## config.mk

```make
export PLATFORM = sky130hd
export DESIGN_NAME = priv_monitor_top
export DESIGN_NICKNAME = d
export VERILOG_FILES = /design/src/verilog/priv_check_pkg.sv /design/src/verilog/priv_csr_field_check.sv /design/src/verilog/priv_insn_decode.sv /design/src/verilog/priv_legality_check.sv /design/src/verilog/priv_mode_tracker.sv /design/src/verilog/priv_monitor_top.sv /design/src/verilog/priv_violation_report.sv
export SDC_FILE = /design/constraint.sdc
export NUM_CORES = 1
export LEC_CHECK = 0
export BUFFER_PORTS_ARGS = -buffer_cell sky130_fd_sc_hd__buf_2
export CAP_MARGIN = 25
export CORE_AREA = 5 5 100 102
export CTS_BUF_LIST = sky130_fd_sc_hd__clkbuf_4
export DETAILED_ROUTE_END_ITERATION = 10
export DIE_AREA = 0 0 105 107
export GPL_TIMING_DRIVEN = 1
export PLACE_DENSITY_LB_ADDON = 0.05
export SLEW_MARGIN = 10
export SYNTH_ARGS = -nofsm -noshare
export SYNTH_HDL_FRONTEND = slang
export SYNTH_HIERARCHICAL = 1
export SYNTH_SLANG_ARGS = --single-unit
```

## constraint.sdc

```tcl
create_clock -name clk_i -period 5.5 [get_ports clk_i]
set_input_delay 0.275 -clock clk_i [delete_from_list [all_inputs] [get_ports clk_i]]
set_output_delay 0.275 -clock clk_i [all_outputs]
set_load 0.005 [all_outputs]
```

## src/verilog/priv_check_pkg.sv

```systemverilog
// Encodings assume RV32 with only U and M modes; no N extension and no trap delegation
package priv_check_pkg;

  typedef logic [1:0]  priv_mode_t;
  typedef logic [31:0] csr_word_t;
  typedef logic [31:0] insn_t;
  typedef logic [11:0] csr_addr_t;
  typedef logic [5:0]  exc_cause_t;
  typedef logic [5:0]  viol_mask_t;
  typedef logic [15:0] viol_count_t;

  typedef enum logic [2:0] {
    INSN_OTHER,
    INSN_MRET,
    INSN_WFI,
    INSN_URET,
    INSN_CUSTOM,
    INSN_CSR
  } insn_class_t;

  typedef enum logic [1:0] {
    ST_AWAIT_FIRST,
    ST_FREE,
    ST_EXPECT_M,
    ST_EXPECT_MPP
  } tracker_state_t;

  localparam priv_mode_t MODE_U = 2'b00;
  localparam priv_mode_t MODE_M = 2'b11;

  // misa extension bits
  localparam int MISA_U_POS = 20;
  localparam int MISA_S_POS = 18;
  localparam int MISA_N_POS = 13;

  // mstatus fields
  localparam int MPP_POS = 11;
  localparam int SPP_POS = 8;
  localparam int TW_POS  = 21;
  localparam int XS_POS  = 15;
  localparam int FS_POS  = 13;
  localparam int SD_POS  = 31;

  // dcsr.prv
  localparam int PRV_POS = 0;

  localparam logic [6:0] SYSTEM_OPCODE = 7'b1110011;

  localparam insn_t MRET_INSN    = 32'b0011000_00010_00000_000_00000_1110011;
  localparam insn_t WFI_INSN     = 32'b0001000_00101_00000_000_00000_1110011;
  localparam insn_t URET_INSN    = 32'b0000000_00010_00000_000_00000_1110011;
  localparam insn_t CUSTOM0_DATA = 32'b100011_00000000000_000_00000_1110011;
  localparam insn_t CUSTOM0_MASK = 32'b111111_00000000000_111_00000_1111111;
  localparam insn_t CUSTOM1_DATA = 32'b110011_00000000000_000_00000_1110011;
  localparam insn_t CUSTOM1_MASK = 32'b111111_00000000000_111_00000_1111111;

  // N-extension registers, all absent
  localparam csr_addr_t CSR_USTATUS  = 12'h000;
  localparam csr_addr_t CSR_UIE      = 12'h004;
  localparam csr_addr_t CSR_UTVEC    = 12'h005;
  localparam csr_addr_t CSR_USCRATCH = 12'h040;
  localparam csr_addr_t CSR_UEPC     = 12'h041;
  localparam csr_addr_t CSR_UCAUSE   = 12'h042;
  localparam csr_addr_t CSR_UTVAL    = 12'h043;
  localparam csr_addr_t CSR_UIP      = 12'h044;
  // Delegation registers, absent without S or N
  localparam csr_addr_t CSR_MEDELEG  = 12'h302;
  localparam csr_addr_t CSR_MIDELEG  = 12'h303;

  localparam exc_cause_t EXC_ILLEGAL          = 6'd2;
  // Causes that win over an illegal instruction
  localparam exc_cause_t EXC_INSN_FAULT       = 6'd1;
  localparam exc_cause_t EXC_INSN_BUS_FAULT   = 6'd24;
  localparam exc_cause_t EXC_INSN_CHKSUM_FAULT = 6'd25;

  // Bit positions in viol_mask_t
  localparam int VIOL_CSR_FIELD   = 0;
  localparam int VIOL_MODE        = 1;
  localparam int VIOL_LEGALITY    = 2;
  localparam int VIOL_TRAP_MODE   = 3;
  localparam int VIOL_MRET_RETURN = 4;
  localparam int VIOL_RESET_MODE  = 5;

endpackage

```

## src/verilog/priv_csr_field_check.sv

```systemverilog
// Combinational; fields are checked against a U+M core without S, N, F or extension state
`timescale 1ns/1ps

module priv_csr_field_check (
  input  logic                       rvfi_valid,
  input  priv_check_pkg::priv_mode_t rvfi_mode,
  input  logic                       rvfi_dbg_mode,
  input  priv_check_pkg::csr_word_t  misa_rdata,
  input  priv_check_pkg::csr_word_t  mstatus_rdata,
  input  priv_check_pkg::csr_word_t  mstatus_wdata,
  input  priv_check_pkg::csr_word_t  mstatus_wmask,
  input  priv_check_pkg::csr_word_t  mcounteren_rdata,
  input  priv_check_pkg::csr_word_t  dcsr_rdata,
  output logic                       field_viol,
  output logic                       mode_viol
);

  priv_check_pkg::csr_word_t  mstatus_post;
  priv_check_pkg::priv_mode_t mpp_post;
  priv_check_pkg::priv_mode_t dcsr_prv;
  logic                       misa_bad;
  logic                       mstatus_bad;

  // Written bits come from wdata, the rest keep the old value
  assign mstatus_post = (mstatus_wdata & mstatus_wmask) | (mstatus_rdata & ~mstatus_wmask);
  assign mpp_post     = mstatus_post[priv_check_pkg::MPP_POS +: 2];
  assign dcsr_prv     = dcsr_rdata[priv_check_pkg::PRV_POS +: 2];

  assign misa_bad = !misa_rdata[priv_check_pkg::MISA_U_POS] ||
                    misa_rdata[priv_check_pkg::MISA_S_POS] ||
                    misa_rdata[priv_check_pkg::MISA_N_POS];

  // No S mode and no FP or custom extension state
  assign mstatus_bad = !(mpp_post inside {priv_check_pkg::MODE_U, priv_check_pkg::MODE_M}) ||
                       mstatus_rdata[priv_check_pkg::SPP_POS] ||
                       (mstatus_rdata[priv_check_pkg::XS_POS +: 2] != 2'b00) ||
                       (mstatus_rdata[priv_check_pkg::FS_POS +: 2] != 2'b00) ||
                       mstatus_rdata[priv_check_pkg::SD_POS];

  assign field_viol = rvfi_valid &&
                      (misa_bad || mstatus_bad || (mcounteren_rdata != '0) ||
                       !(dcsr_prv inside {priv_check_pkg::MODE_U, priv_check_pkg::MODE_M}));

  // Debug mode always runs in M
  assign mode_viol = rvfi_valid &&
                     (!(rvfi_mode inside {priv_check_pkg::MODE_U, priv_check_pkg::MODE_M}) ||
                      (rvfi_dbg_mode && (rvfi_mode != priv_check_pkg::MODE_M)));

endmodule

```

## src/verilog/priv_insn_decode.sv

```systemverilog
// Purely combinational; outputs only mean something while the retirement strobe is high
`timescale 1ns/1ps

module priv_insn_decode (
  input  priv_check_pkg::insn_t       rvfi_insn,
  input  priv_check_pkg::priv_mode_t  rvfi_mode,
  output priv_check_pkg::insn_class_t insn_class,
  output logic                        csr_higher_priv,
  output logic                        csr_absent
);

  priv_check_pkg::csr_addr_t csr_addr;
  logic                      is_csr;
  logic                      is_custom;

  assign csr_addr = rvfi_insn[31:20];

  // funct3 of 0 is the privileged group, 4 is the hypervisor group
  assign is_csr = (rvfi_insn[6:0] == priv_check_pkg::SYSTEM_OPCODE) &&
                  (rvfi_insn[14:12] != 3'b000) &&
                  (rvfi_insn[14:12] != 3'b100);

  assign is_custom =
    ((rvfi_insn & priv_check_pkg::CUSTOM0_MASK) == priv_check_pkg::CUSTOM0_DATA) ||
    ((rvfi_insn & priv_check_pkg::CUSTOM1_MASK) == priv_check_pkg::CUSTOM1_DATA);

  always_comb begin
    if (rvfi_insn == priv_check_pkg::MRET_INSN) begin
      insn_class = priv_check_pkg::INSN_MRET;
    end else if (rvfi_insn == priv_check_pkg::WFI_INSN) begin
      insn_class = priv_check_pkg::INSN_WFI;
    end else if (rvfi_insn == priv_check_pkg::URET_INSN) begin
      insn_class = priv_check_pkg::INSN_URET;
    end else if (is_custom) begin
      insn_class = priv_check_pkg::INSN_CUSTOM;
    end else if (is_csr) begin
      insn_class = priv_check_pkg::INSN_CSR;
    end else begin
      insn_class = priv_check_pkg::INSN_OTHER;
    end
  end

  // Address bits 9:8 carry the lowest level allowed to access the CSR
  assign csr_higher_priv = is_csr &&
                           (rvfi_mode == priv_check_pkg::MODE_U) &&
                           (csr_addr[9:8] != priv_check_pkg::MODE_U);

  // Illegal from any mode
  assign csr_absent = is_csr && (csr_addr inside {
    priv_check_pkg::CSR_USTATUS,
    priv_check_pkg::CSR_UIE,
    priv_check_pkg::CSR_UTVEC,
    priv_check_pkg::CSR_USCRATCH,
    priv_check_pkg::CSR_UEPC,
    priv_check_pkg::CSR_UCAUSE,
    priv_check_pkg::CSR_UTVAL,
    priv_check_pkg::CSR_UIP,
    priv_check_pkg::CSR_MEDELEG,
    priv_check_pkg::CSR_MIDELEG
  });

endmodule

```

## src/verilog/priv_legality_check.sv

```systemverilog
// Combinational; an instruction fault or bus fault may legitimately replace the illegal trap
`timescale 1ns/1ps

module priv_legality_check (
  input  logic                        rvfi_valid,
  input  priv_check_pkg::priv_mode_t  rvfi_mode,
  input  priv_check_pkg::insn_class_t insn_class,
  input  logic                        csr_higher_priv,
  input  logic                        csr_absent,
  input  priv_check_pkg::csr_word_t   mstatus_rdata,
  input  logic                        rvfi_exception,
  input  priv_check_pkg::exc_cause_t  rvfi_exception_cause,
  output logic                        legality_viol
);

  logic in_u;
  logic wfi_trapped;
  logic expect_illegal;
  logic trap_ok;

  assign in_u = (rvfi_mode == priv_check_pkg::MODE_U);

  // TW makes WFI in U illegal
  assign wfi_trapped = (insn_class == priv_check_pkg::INSN_WFI) && in_u &&
                       mstatus_rdata[priv_check_pkg::TW_POS];

  always_comb begin
    expect_illegal = wfi_trapped || csr_higher_priv || csr_absent;
    case (insn_class)
      priv_check_pkg::INSN_CUSTOM: expect_illegal = 1'b1;
      priv_check_pkg::INSN_URET:   expect_illegal = 1'b1;
      priv_check_pkg::INSN_MRET:   expect_illegal = expect_illegal || in_u;
      default:                     expect_illegal = expect_illegal;
    endcase
  end

  assign trap_ok = rvfi_exception && (rvfi_exception_cause inside {
    priv_check_pkg::EXC_ILLEGAL,
    priv_check_pkg::EXC_INSN_FAULT,
    priv_check_pkg::EXC_INSN_BUS_FAULT,
    priv_check_pkg::EXC_INSN_CHKSUM_FAULT
  });

  assign legality_viol = rvfi_valid && expect_illegal && !trap_ok;

endmodule

```

## src/verilog/priv_mode_tracker.sv

```systemverilog
// Expectations persist across idle cycles; MRET in debug mode or with a trap is not tracked
`timescale 1ns/1ps

module priv_mode_tracker (
  input  logic                        clk_i,
  input  logic                        arst_n,
  input  logic                        rvfi_valid,
  input  priv_check_pkg::priv_mode_t  rvfi_mode,
  input  logic                        rvfi_dbg_mode,
  input  logic                        rvfi_trap,
  input  logic                        rvfi_intr,
  input  priv_check_pkg::insn_class_t insn_class,
  input  priv_check_pkg::csr_word_t   mstatus_rdata,
  output logic                        trap_mode_viol,
  output logic                        mret_viol,
  output logic                        reset_mode_viol
);

  priv_check_pkg::tracker_state_t state;
  priv_check_pkg::tracker_state_t state_next;
  priv_check_pkg::priv_mode_t     expected_mode;
  logic                           in_m;
  logic                           mret_taken;

  assign in_m = (rvfi_mode == priv_check_pkg::MODE_M);

  // Only a clean MRET from M hands control to the MPP mode
  assign mret_taken = (insn_class == priv_check_pkg::INSN_MRET) && in_m &&
                      !rvfi_trap && !rvfi_dbg_mode;

  // Interrupt entry retires in M regardless of state
  assign trap_mode_viol = rvfi_valid && !in_m &&
                          (rvfi_intr || (state == priv_check_pkg::ST_EXPECT_M));

  assign mret_viol = rvfi_valid && (state == priv_check_pkg::ST_EXPECT_MPP) &&
                     !rvfi_intr && !rvfi_dbg_mode && (rvfi_mode != expected_mode);

  assign reset_mode_viol = rvfi_valid && (state == priv_check_pkg::ST_AWAIT_FIRST) && !in_m;

  always_comb begin
    state_next = state;
    if (rvfi_valid) begin
      if (rvfi_trap) begin
        state_next = priv_check_pkg::ST_EXPECT_M;
      end else if (mret_taken) begin
        state_next = priv_check_pkg::ST_EXPECT_MPP;
      end else begin
        state_next = priv_check_pkg::ST_FREE;
      end
    end
  end

  always_ff @(posedge clk_i or negedge arst_n) begin
    if (!arst_n) begin
      state <= priv_check_pkg::ST_AWAIT_FIRST;
    end else begin
      state <= state_next;
    end
  end

  // MPP as read by the MRET, checked at the next retirement
  always_ff @(posedge clk_i) begin
    if (rvfi_valid && mret_taken) begin
      expected_mode <= mstatus_rdata[priv_check_pkg::MPP_POS +: 2];
    end
  end

endmodule

```

## src/verilog/priv_monitor_top.sv

```systemverilog
// Retirement inputs are sampled only with rvfi_valid; reports appear one cycle after the strobe
`timescale 1ns/1ps

module priv_monitor_top (
  input  logic                        clk_i,
  input  logic                        arst_n,
  input  logic                        rvfi_valid,
  input  priv_check_pkg::priv_mode_t  rvfi_mode,
  input  priv_check_pkg::insn_t       rvfi_insn,
  input  logic                        rvfi_dbg_mode,
  input  logic                        rvfi_intr,
  input  logic                        rvfi_trap,
  input  logic                        rvfi_exception,
  input  priv_check_pkg::exc_cause_t  rvfi_exception_cause,
  input  priv_check_pkg::csr_word_t   misa_rdata,
  input  priv_check_pkg::csr_word_t   mstatus_rdata,
  input  priv_check_pkg::csr_word_t   mstatus_wdata,
  input  priv_check_pkg::csr_word_t   mstatus_wmask,
  input  priv_check_pkg::csr_word_t   mcounteren_rdata,
  input  priv_check_pkg::csr_word_t   dcsr_rdata,
  output logic                        viol_valid,
  output priv_check_pkg::viol_mask_t  viol_mask,
  output priv_check_pkg::viol_mask_t  sticky_mask,
  output priv_check_pkg::viol_count_t viol_count
);

  priv_check_pkg::insn_class_t insn_class;
  logic                        csr_higher_priv;
  logic                        csr_absent;
  logic                        field_viol;
  logic                        mode_viol;
  logic                        legality_viol;
  logic                        trap_mode_viol;
  logic                        mret_viol;
  logic                        reset_mode_viol;

  priv_insn_decode u_decode (
    .rvfi_insn       (rvfi_insn),
    .rvfi_mode       (rvfi_mode),
    .insn_class      (insn_class),
    .csr_higher_priv (csr_higher_priv),
    .csr_absent      (csr_absent)
  );

  priv_csr_field_check u_field_check (
    .rvfi_valid       (rvfi_valid),
    .rvfi_mode        (rvfi_mode),
    .rvfi_dbg_mode    (rvfi_dbg_mode),
    .misa_rdata       (misa_rdata),
    .mstatus_rdata    (mstatus_rdata),
    .mstatus_wdata    (mstatus_wdata),
    .mstatus_wmask    (mstatus_wmask),
    .mcounteren_rdata (mcounteren_rdata),
    .dcsr_rdata       (dcsr_rdata),
    .field_viol       (field_viol),
    .mode_viol        (mode_viol)
  );

  priv_legality_check u_legality_check (
    .rvfi_valid           (rvfi_valid),
    .rvfi_mode            (rvfi_mode),
    .insn_class           (insn_class),
    .csr_higher_priv      (csr_higher_priv),
    .csr_absent           (csr_absent),
    .mstatus_rdata        (mstatus_rdata),
    .rvfi_exception       (rvfi_exception),
    .rvfi_exception_cause (rvfi_exception_cause),
    .legality_viol        (legality_viol)
  );

  // Only stateful checker
  priv_mode_tracker u_tracker (
    .clk_i           (clk_i),
    .arst_n          (arst_n),
    .rvfi_valid      (rvfi_valid),
    .rvfi_mode       (rvfi_mode),
    .rvfi_dbg_mode   (rvfi_dbg_mode),
    .rvfi_trap       (rvfi_trap),
    .rvfi_intr       (rvfi_intr),
    .insn_class      (insn_class),
    .mstatus_rdata   (mstatus_rdata),
    .trap_mode_viol  (trap_mode_viol),
    .mret_viol       (mret_viol),
    .reset_mode_viol (reset_mode_viol)
  );

  priv_violation_report u_report (
    .clk_i           (clk_i),
    .arst_n          (arst_n),
    .rvfi_valid      (rvfi_valid),
    .field_viol      (field_viol),
    .mode_viol       (mode_viol),
    .legality_viol   (legality_viol),
    .trap_mode_viol  (trap_mode_viol),
    .mret_viol       (mret_viol),
    .reset_mode_viol (reset_mode_viol),
    .viol_valid      (viol_valid),
    .viol_mask       (viol_mask),
    .sticky_mask     (sticky_mask),
    .viol_count      (viol_count)
  );

endmodule

```

## src/verilog/priv_violation_report.sv

```systemverilog
// One register stage; the count saturates and the sticky mask clears only on reset
`timescale 1ns/1ps

module priv_violation_report (
  input  logic                        clk_i,
  input  logic                        arst_n,
  input  logic                        rvfi_valid,
  input  logic                        field_viol,
  input  logic                        mode_viol,
  input  logic                        legality_viol,
  input  logic                        trap_mode_viol,
  input  logic                        mret_viol,
  input  logic                        reset_mode_viol,
  output logic                        viol_valid,
  output priv_check_pkg::viol_mask_t  viol_mask,
  output priv_check_pkg::viol_mask_t  sticky_mask,
  output priv_check_pkg::viol_count_t viol_count
);

  priv_check_pkg::viol_mask_t cur_mask;

  // Checker flags are already zero outside a retirement
  always_comb begin
    cur_mask = '0;
    cur_mask[priv_check_pkg::VIOL_CSR_FIELD]   = field_viol;
    cur_mask[priv_check_pkg::VIOL_MODE]        = mode_viol;
    cur_mask[priv_check_pkg::VIOL_LEGALITY]    = legality_viol;
    cur_mask[priv_check_pkg::VIOL_TRAP_MODE]   = trap_mode_viol;
    cur_mask[priv_check_pkg::VIOL_MRET_RETURN] = mret_viol;
    cur_mask[priv_check_pkg::VIOL_RESET_MODE]  = reset_mode_viol;
  end

  always_ff @(posedge clk_i or negedge arst_n) begin
    if (!arst_n) begin
      viol_valid  <= 1'b0;
      viol_mask   <= '0;
      sticky_mask <= '0;
      viol_count  <= '0;
    end else begin
      viol_valid  <= rvfi_valid;
      viol_mask   <= cur_mask;
      sticky_mask <= sticky_mask | cur_mask;
      // One count per failing retirement, held at all ones
      if ((cur_mask != '0) && (viol_count != '1)) begin
        viol_count <= viol_count + 1'b1;
      end
    end
  end

endmodule
```

==> out/qor.txt <==
Pleak -> 1.25 nW
Seq cells post-synth -> 33
fin. max-slew vios -> 0
total CTS buffers -> 5
clock skew -> 13.9 ps
routed vias -> 1,959
critical path required time -> 5720 ps
deepest clock path buffer count -> 2
initial antenna violation count -> 1
combined buffer and inverter count along the critical path -> 1
drt pass-1 iters -> 4
Worst Slack Setup Final -> 2130 ps
number of port buffers -> 125
Setup Fix Bufs, Post-CTS -> 0
Critical Path AT -> 3600 ps
final wirelength -> 6650 µm
status -> completed
Total GRT Usage -> 11.9%
grt total ovfl -> 0
Post-Syn Area -> 1950 µm²
worst hold-check path type -> in2reg
initial core utilization -> 21.6%
TNS Setup -> 0 ps
die area -> 11,200 µm²
CP cell instances -> buf_2, or4_4, or3_4, nor4_2, nand2_1, or4_1, a221oi_2, nor4_2, and2_2, or3_2, xnor2_1
Post-Syn Nets -> 423
Top delay family on crit path -> simple AND/OR/NAND/NOR gates
Detailed Route Iter0 Violations -> 48
Setup WS pre-CTS -> 1760 ps
first-pass GRT wire length -> 10,700 µm
startpoint class of the critical path -> primary input
RSZ-0062 raised after global routing -> no
Layout area overhead -> 42.7%
slowest CP cell -> or4_4
fillers -> 992
Syn. warnings -> 6
Primary FF master, synth -> dfrtp_1
post-layout min period -> 3370 ps
sequential fraction of the synthesis area -> 42.9%
Final period util -> 61.4%
core footprint -> 9020 µm²
asr flop ratio synth -> 93.9%
NumNets Final -> 556
clock root buffer -> clkbuf_4
final core utilization -> 30.8%
Post-synth EDFFs -> 2
FMAX -> 0.296 GHz
Hold WS -> 144 ps
Top Ports -> 268
DR WL/cell -> 15.5 µm
number of vias per cell -> 4.58
Worst-path clk slew -> 110 ps
peak supply drop -> 0.0664 mV
max-cap violations -> 0
clk_lat worst skew -> 340 ps
vias in the first global route -> 2,131
drc violations -> 0
H-tree lvl count -> 2
Post-Syn Instances -> 182
CP endpoint kind -> register
Worst Path Max Fanout -> 4
Die H -> 107 µm
die width -> 105 µm
Critical Path Max Stage Delay -> 530 ps
Rows -> 35
Hold Vio Cnt, Final -> 0
Tightest Pin Transition -> 730 ps
Netlist cell types -> 51
CTS tree -> yes
GPL Wtd Cong -> 0.780
largest net degree at the start of global routing -> 32
DRT antenna net count -> 0
Finish-stage setup viols -> 0
Top cell by count, worst path -> nor4_2
hpwl dp -> 5540 µm
post-synthesis area per instance -> 10.7 µm²
Clock Sinks -> 33
Power Density -> 233 nW/µm²
CP Class -> in2reg
layout cell share with drive strength beyond 1 -> 52.2%
Slew HR -> 51.3%
cells by family (layout without fill, tap and decap cells):
| family | after synthesis | after routing | share of synthesized area (%) |
|---|---|---|---|
| AND/OR/NAND/NOR | 95 | 95 | 34.0 |
| flip-flops | 33 | 33 | 42.9 |
| AO/OA/AOI/OAI | 24 | 24 | 10.0 |
| XOR/XNOR | 16 | 16 | 7.19 |
| multiplexers | 6 | 6 | 3.40 |
| buffers and inverters | 6 | 140 | 1.16 |
| adder cells (fa/ha/maj) | 2 | 2 | 1.28 |
| other | 0 | 1 | 0 |
worst paths after layout:
path,from,slack [ps],cells past startpoint,end
setup / recovery,rvfi_insn[3],2130,11,u_report/viol_count[3]
hold / removal,mstatus_rdata[11],140,1,u_tracker/expected_mode[0]
setup reg to reg,u_tracker/expected_mode[0],3330,6,u_report/viol_count[3]
hold reg to reg,u_report/sticky_mask[3],480,1,u_report/sticky_mask[3]
max in group asynchronous,arst_n,4510,2,u_report/viol_mask[1]
min in group asynchronous,arst_n,520,2,u_report/viol_count[9]
per-stage QoR:
| step | instances | instance area [µm²] | power, mW |
|---|---|---|---|
| final | 428 | 2780 | 0.647 |
| after global routing | 428 | 2780 | 0.698 |
| after CTS | 427 | 2780 | 0.662 |
| after detailed placement | 418 | 2710 | 0.518 |
| after global placement | 418 | 2710 | 0.519 |
| after floorplan | 182 | 1950 | 0.411 |
worst reg2reg max path, stage by stage, from the launching register on:
cell and delay (ps):
edfxtp_1 410, xnor2_1 140, a211oi_1 450, nor4_2 170, and2_2 270, or3_2 490, xnor2_1 140
flip-flops by register name (all words and copies together) (netlist names):
signal	count
u_report/viol_count	16
u_report/viol_mask	6
u_tracker/state	2
u_tracker/expected_mode	2
u_report/viol_valid	1
u_report/sticky_mask	6
where the power goes:
| group | switching (mW) | internal [mW] | leakage, nW | total (mW) |
|---|---|---|---|---|
| combinational | 0.0796 | 0.101 | 0.824 | 0.180 |
| sequential | 0.0473 | 0.281 | 0.394 | 0.328 |
| clock | 0.0902 | 0.0482 | 0.0310 | 0.138 |
| total | 0.217 | 0.430 | 1.25 | 0.647 |
final cells by class:
class                           instances  area, µm²  area share, %
Multi-Input combinational cell        143       1090           39.2
Tap cell                              111        139           5.00
Clock buffer                            5       37.5           1.35
Antenna cell                            1       2.50         0.0900
Inverter                                6       22.5          0.810
Sequential cell                        33        836           30.1
Clock inverter                          3       17.5          0.630
Timing Repair Buffer                  126        636           22.9
cells in the mapped netlist, types with 2 or more instances:
cell type	number	share of area, %
o21ai_0	2	0.51
nand4b_1	2	0.90
a211oi_2	2	1.3
or4_4	2	1.2
dfrtp_1	31	40
nand4_1	13	4.2
or4_1	3	1.2
inv_1	6	1.2
xor2_1	4	1.8
nor3b_1	2	0.77
mux2i_1	4	2.1
nor3_1	4	1.0
nand2_1	7	1.3
a21oi_1	8	2.1
nor4_2	8	5.1
nor4b_1	2	0.90
nand3_1	7	1.8
edfxtp_1	2	3.1
nor4_1	7	2.2
xnor2_1	12	5.4
nand2b_1	2	0.64
nor2b_1	6	1.9
or2_2	7	2.2
ha_1	2	1.3
nand3b_1	2	0.77
and4_1	2	0.90
nor2_1	9	1.7
cell usage in the layout, fill, tap and decap left out, drive strengths merged, types with 2 or more instances in the layout:
cell type | netlist | layout
mux2 | 2 | 2
a211oi | 3 | 3
xnor2 | 12 | 12
xor2 | 4 | 4
nor2 | 10 | 10
clkbuf | 0 | 5
and4 | 2 | 2
edfxtp | 2 | 2
nand4b | 2 | 2
buf | 0 | 125
or2 | 7 | 7
nor3b | 2 | 2
a2111oi | 2 | 2
nand3b | 2 | 2
a21oi | 8 | 8
nand4 | 14 | 14
dfrtp | 31 | 31
nand2 | 7 | 7
inv | 6 | 6
nor4 | 15 | 15
o21ai | 2 | 2
nand3 | 8 | 8
ha | 2 | 2
nor4b | 3 | 3
nor2b | 6 | 6
mux2i | 4 | 4
o31ai | 2 | 2
or4 | 5 | 5
nand2b | 2 | 2
nor3 | 4 | 4
or3 | 2 | 2
clkinv | 0 | 2
timing repair:
action / in CTS / in global routing
resized for setup: 0 / 0
hold endpoints to repair: 11 / 0
hold buffers: 1 / 0
metal layers:
metal	routed length [µm]	up-vias	GRT usage [%]	part of all wire [%]
met5	0	-	0	0
met4	89	0	3.65	1.3
met3	786	6	5.60	12
met2	2940	81	18.1	44
met1	2840	905	15.1	43
li1	-	967	-	-
(Power assumes the default switching activity.)
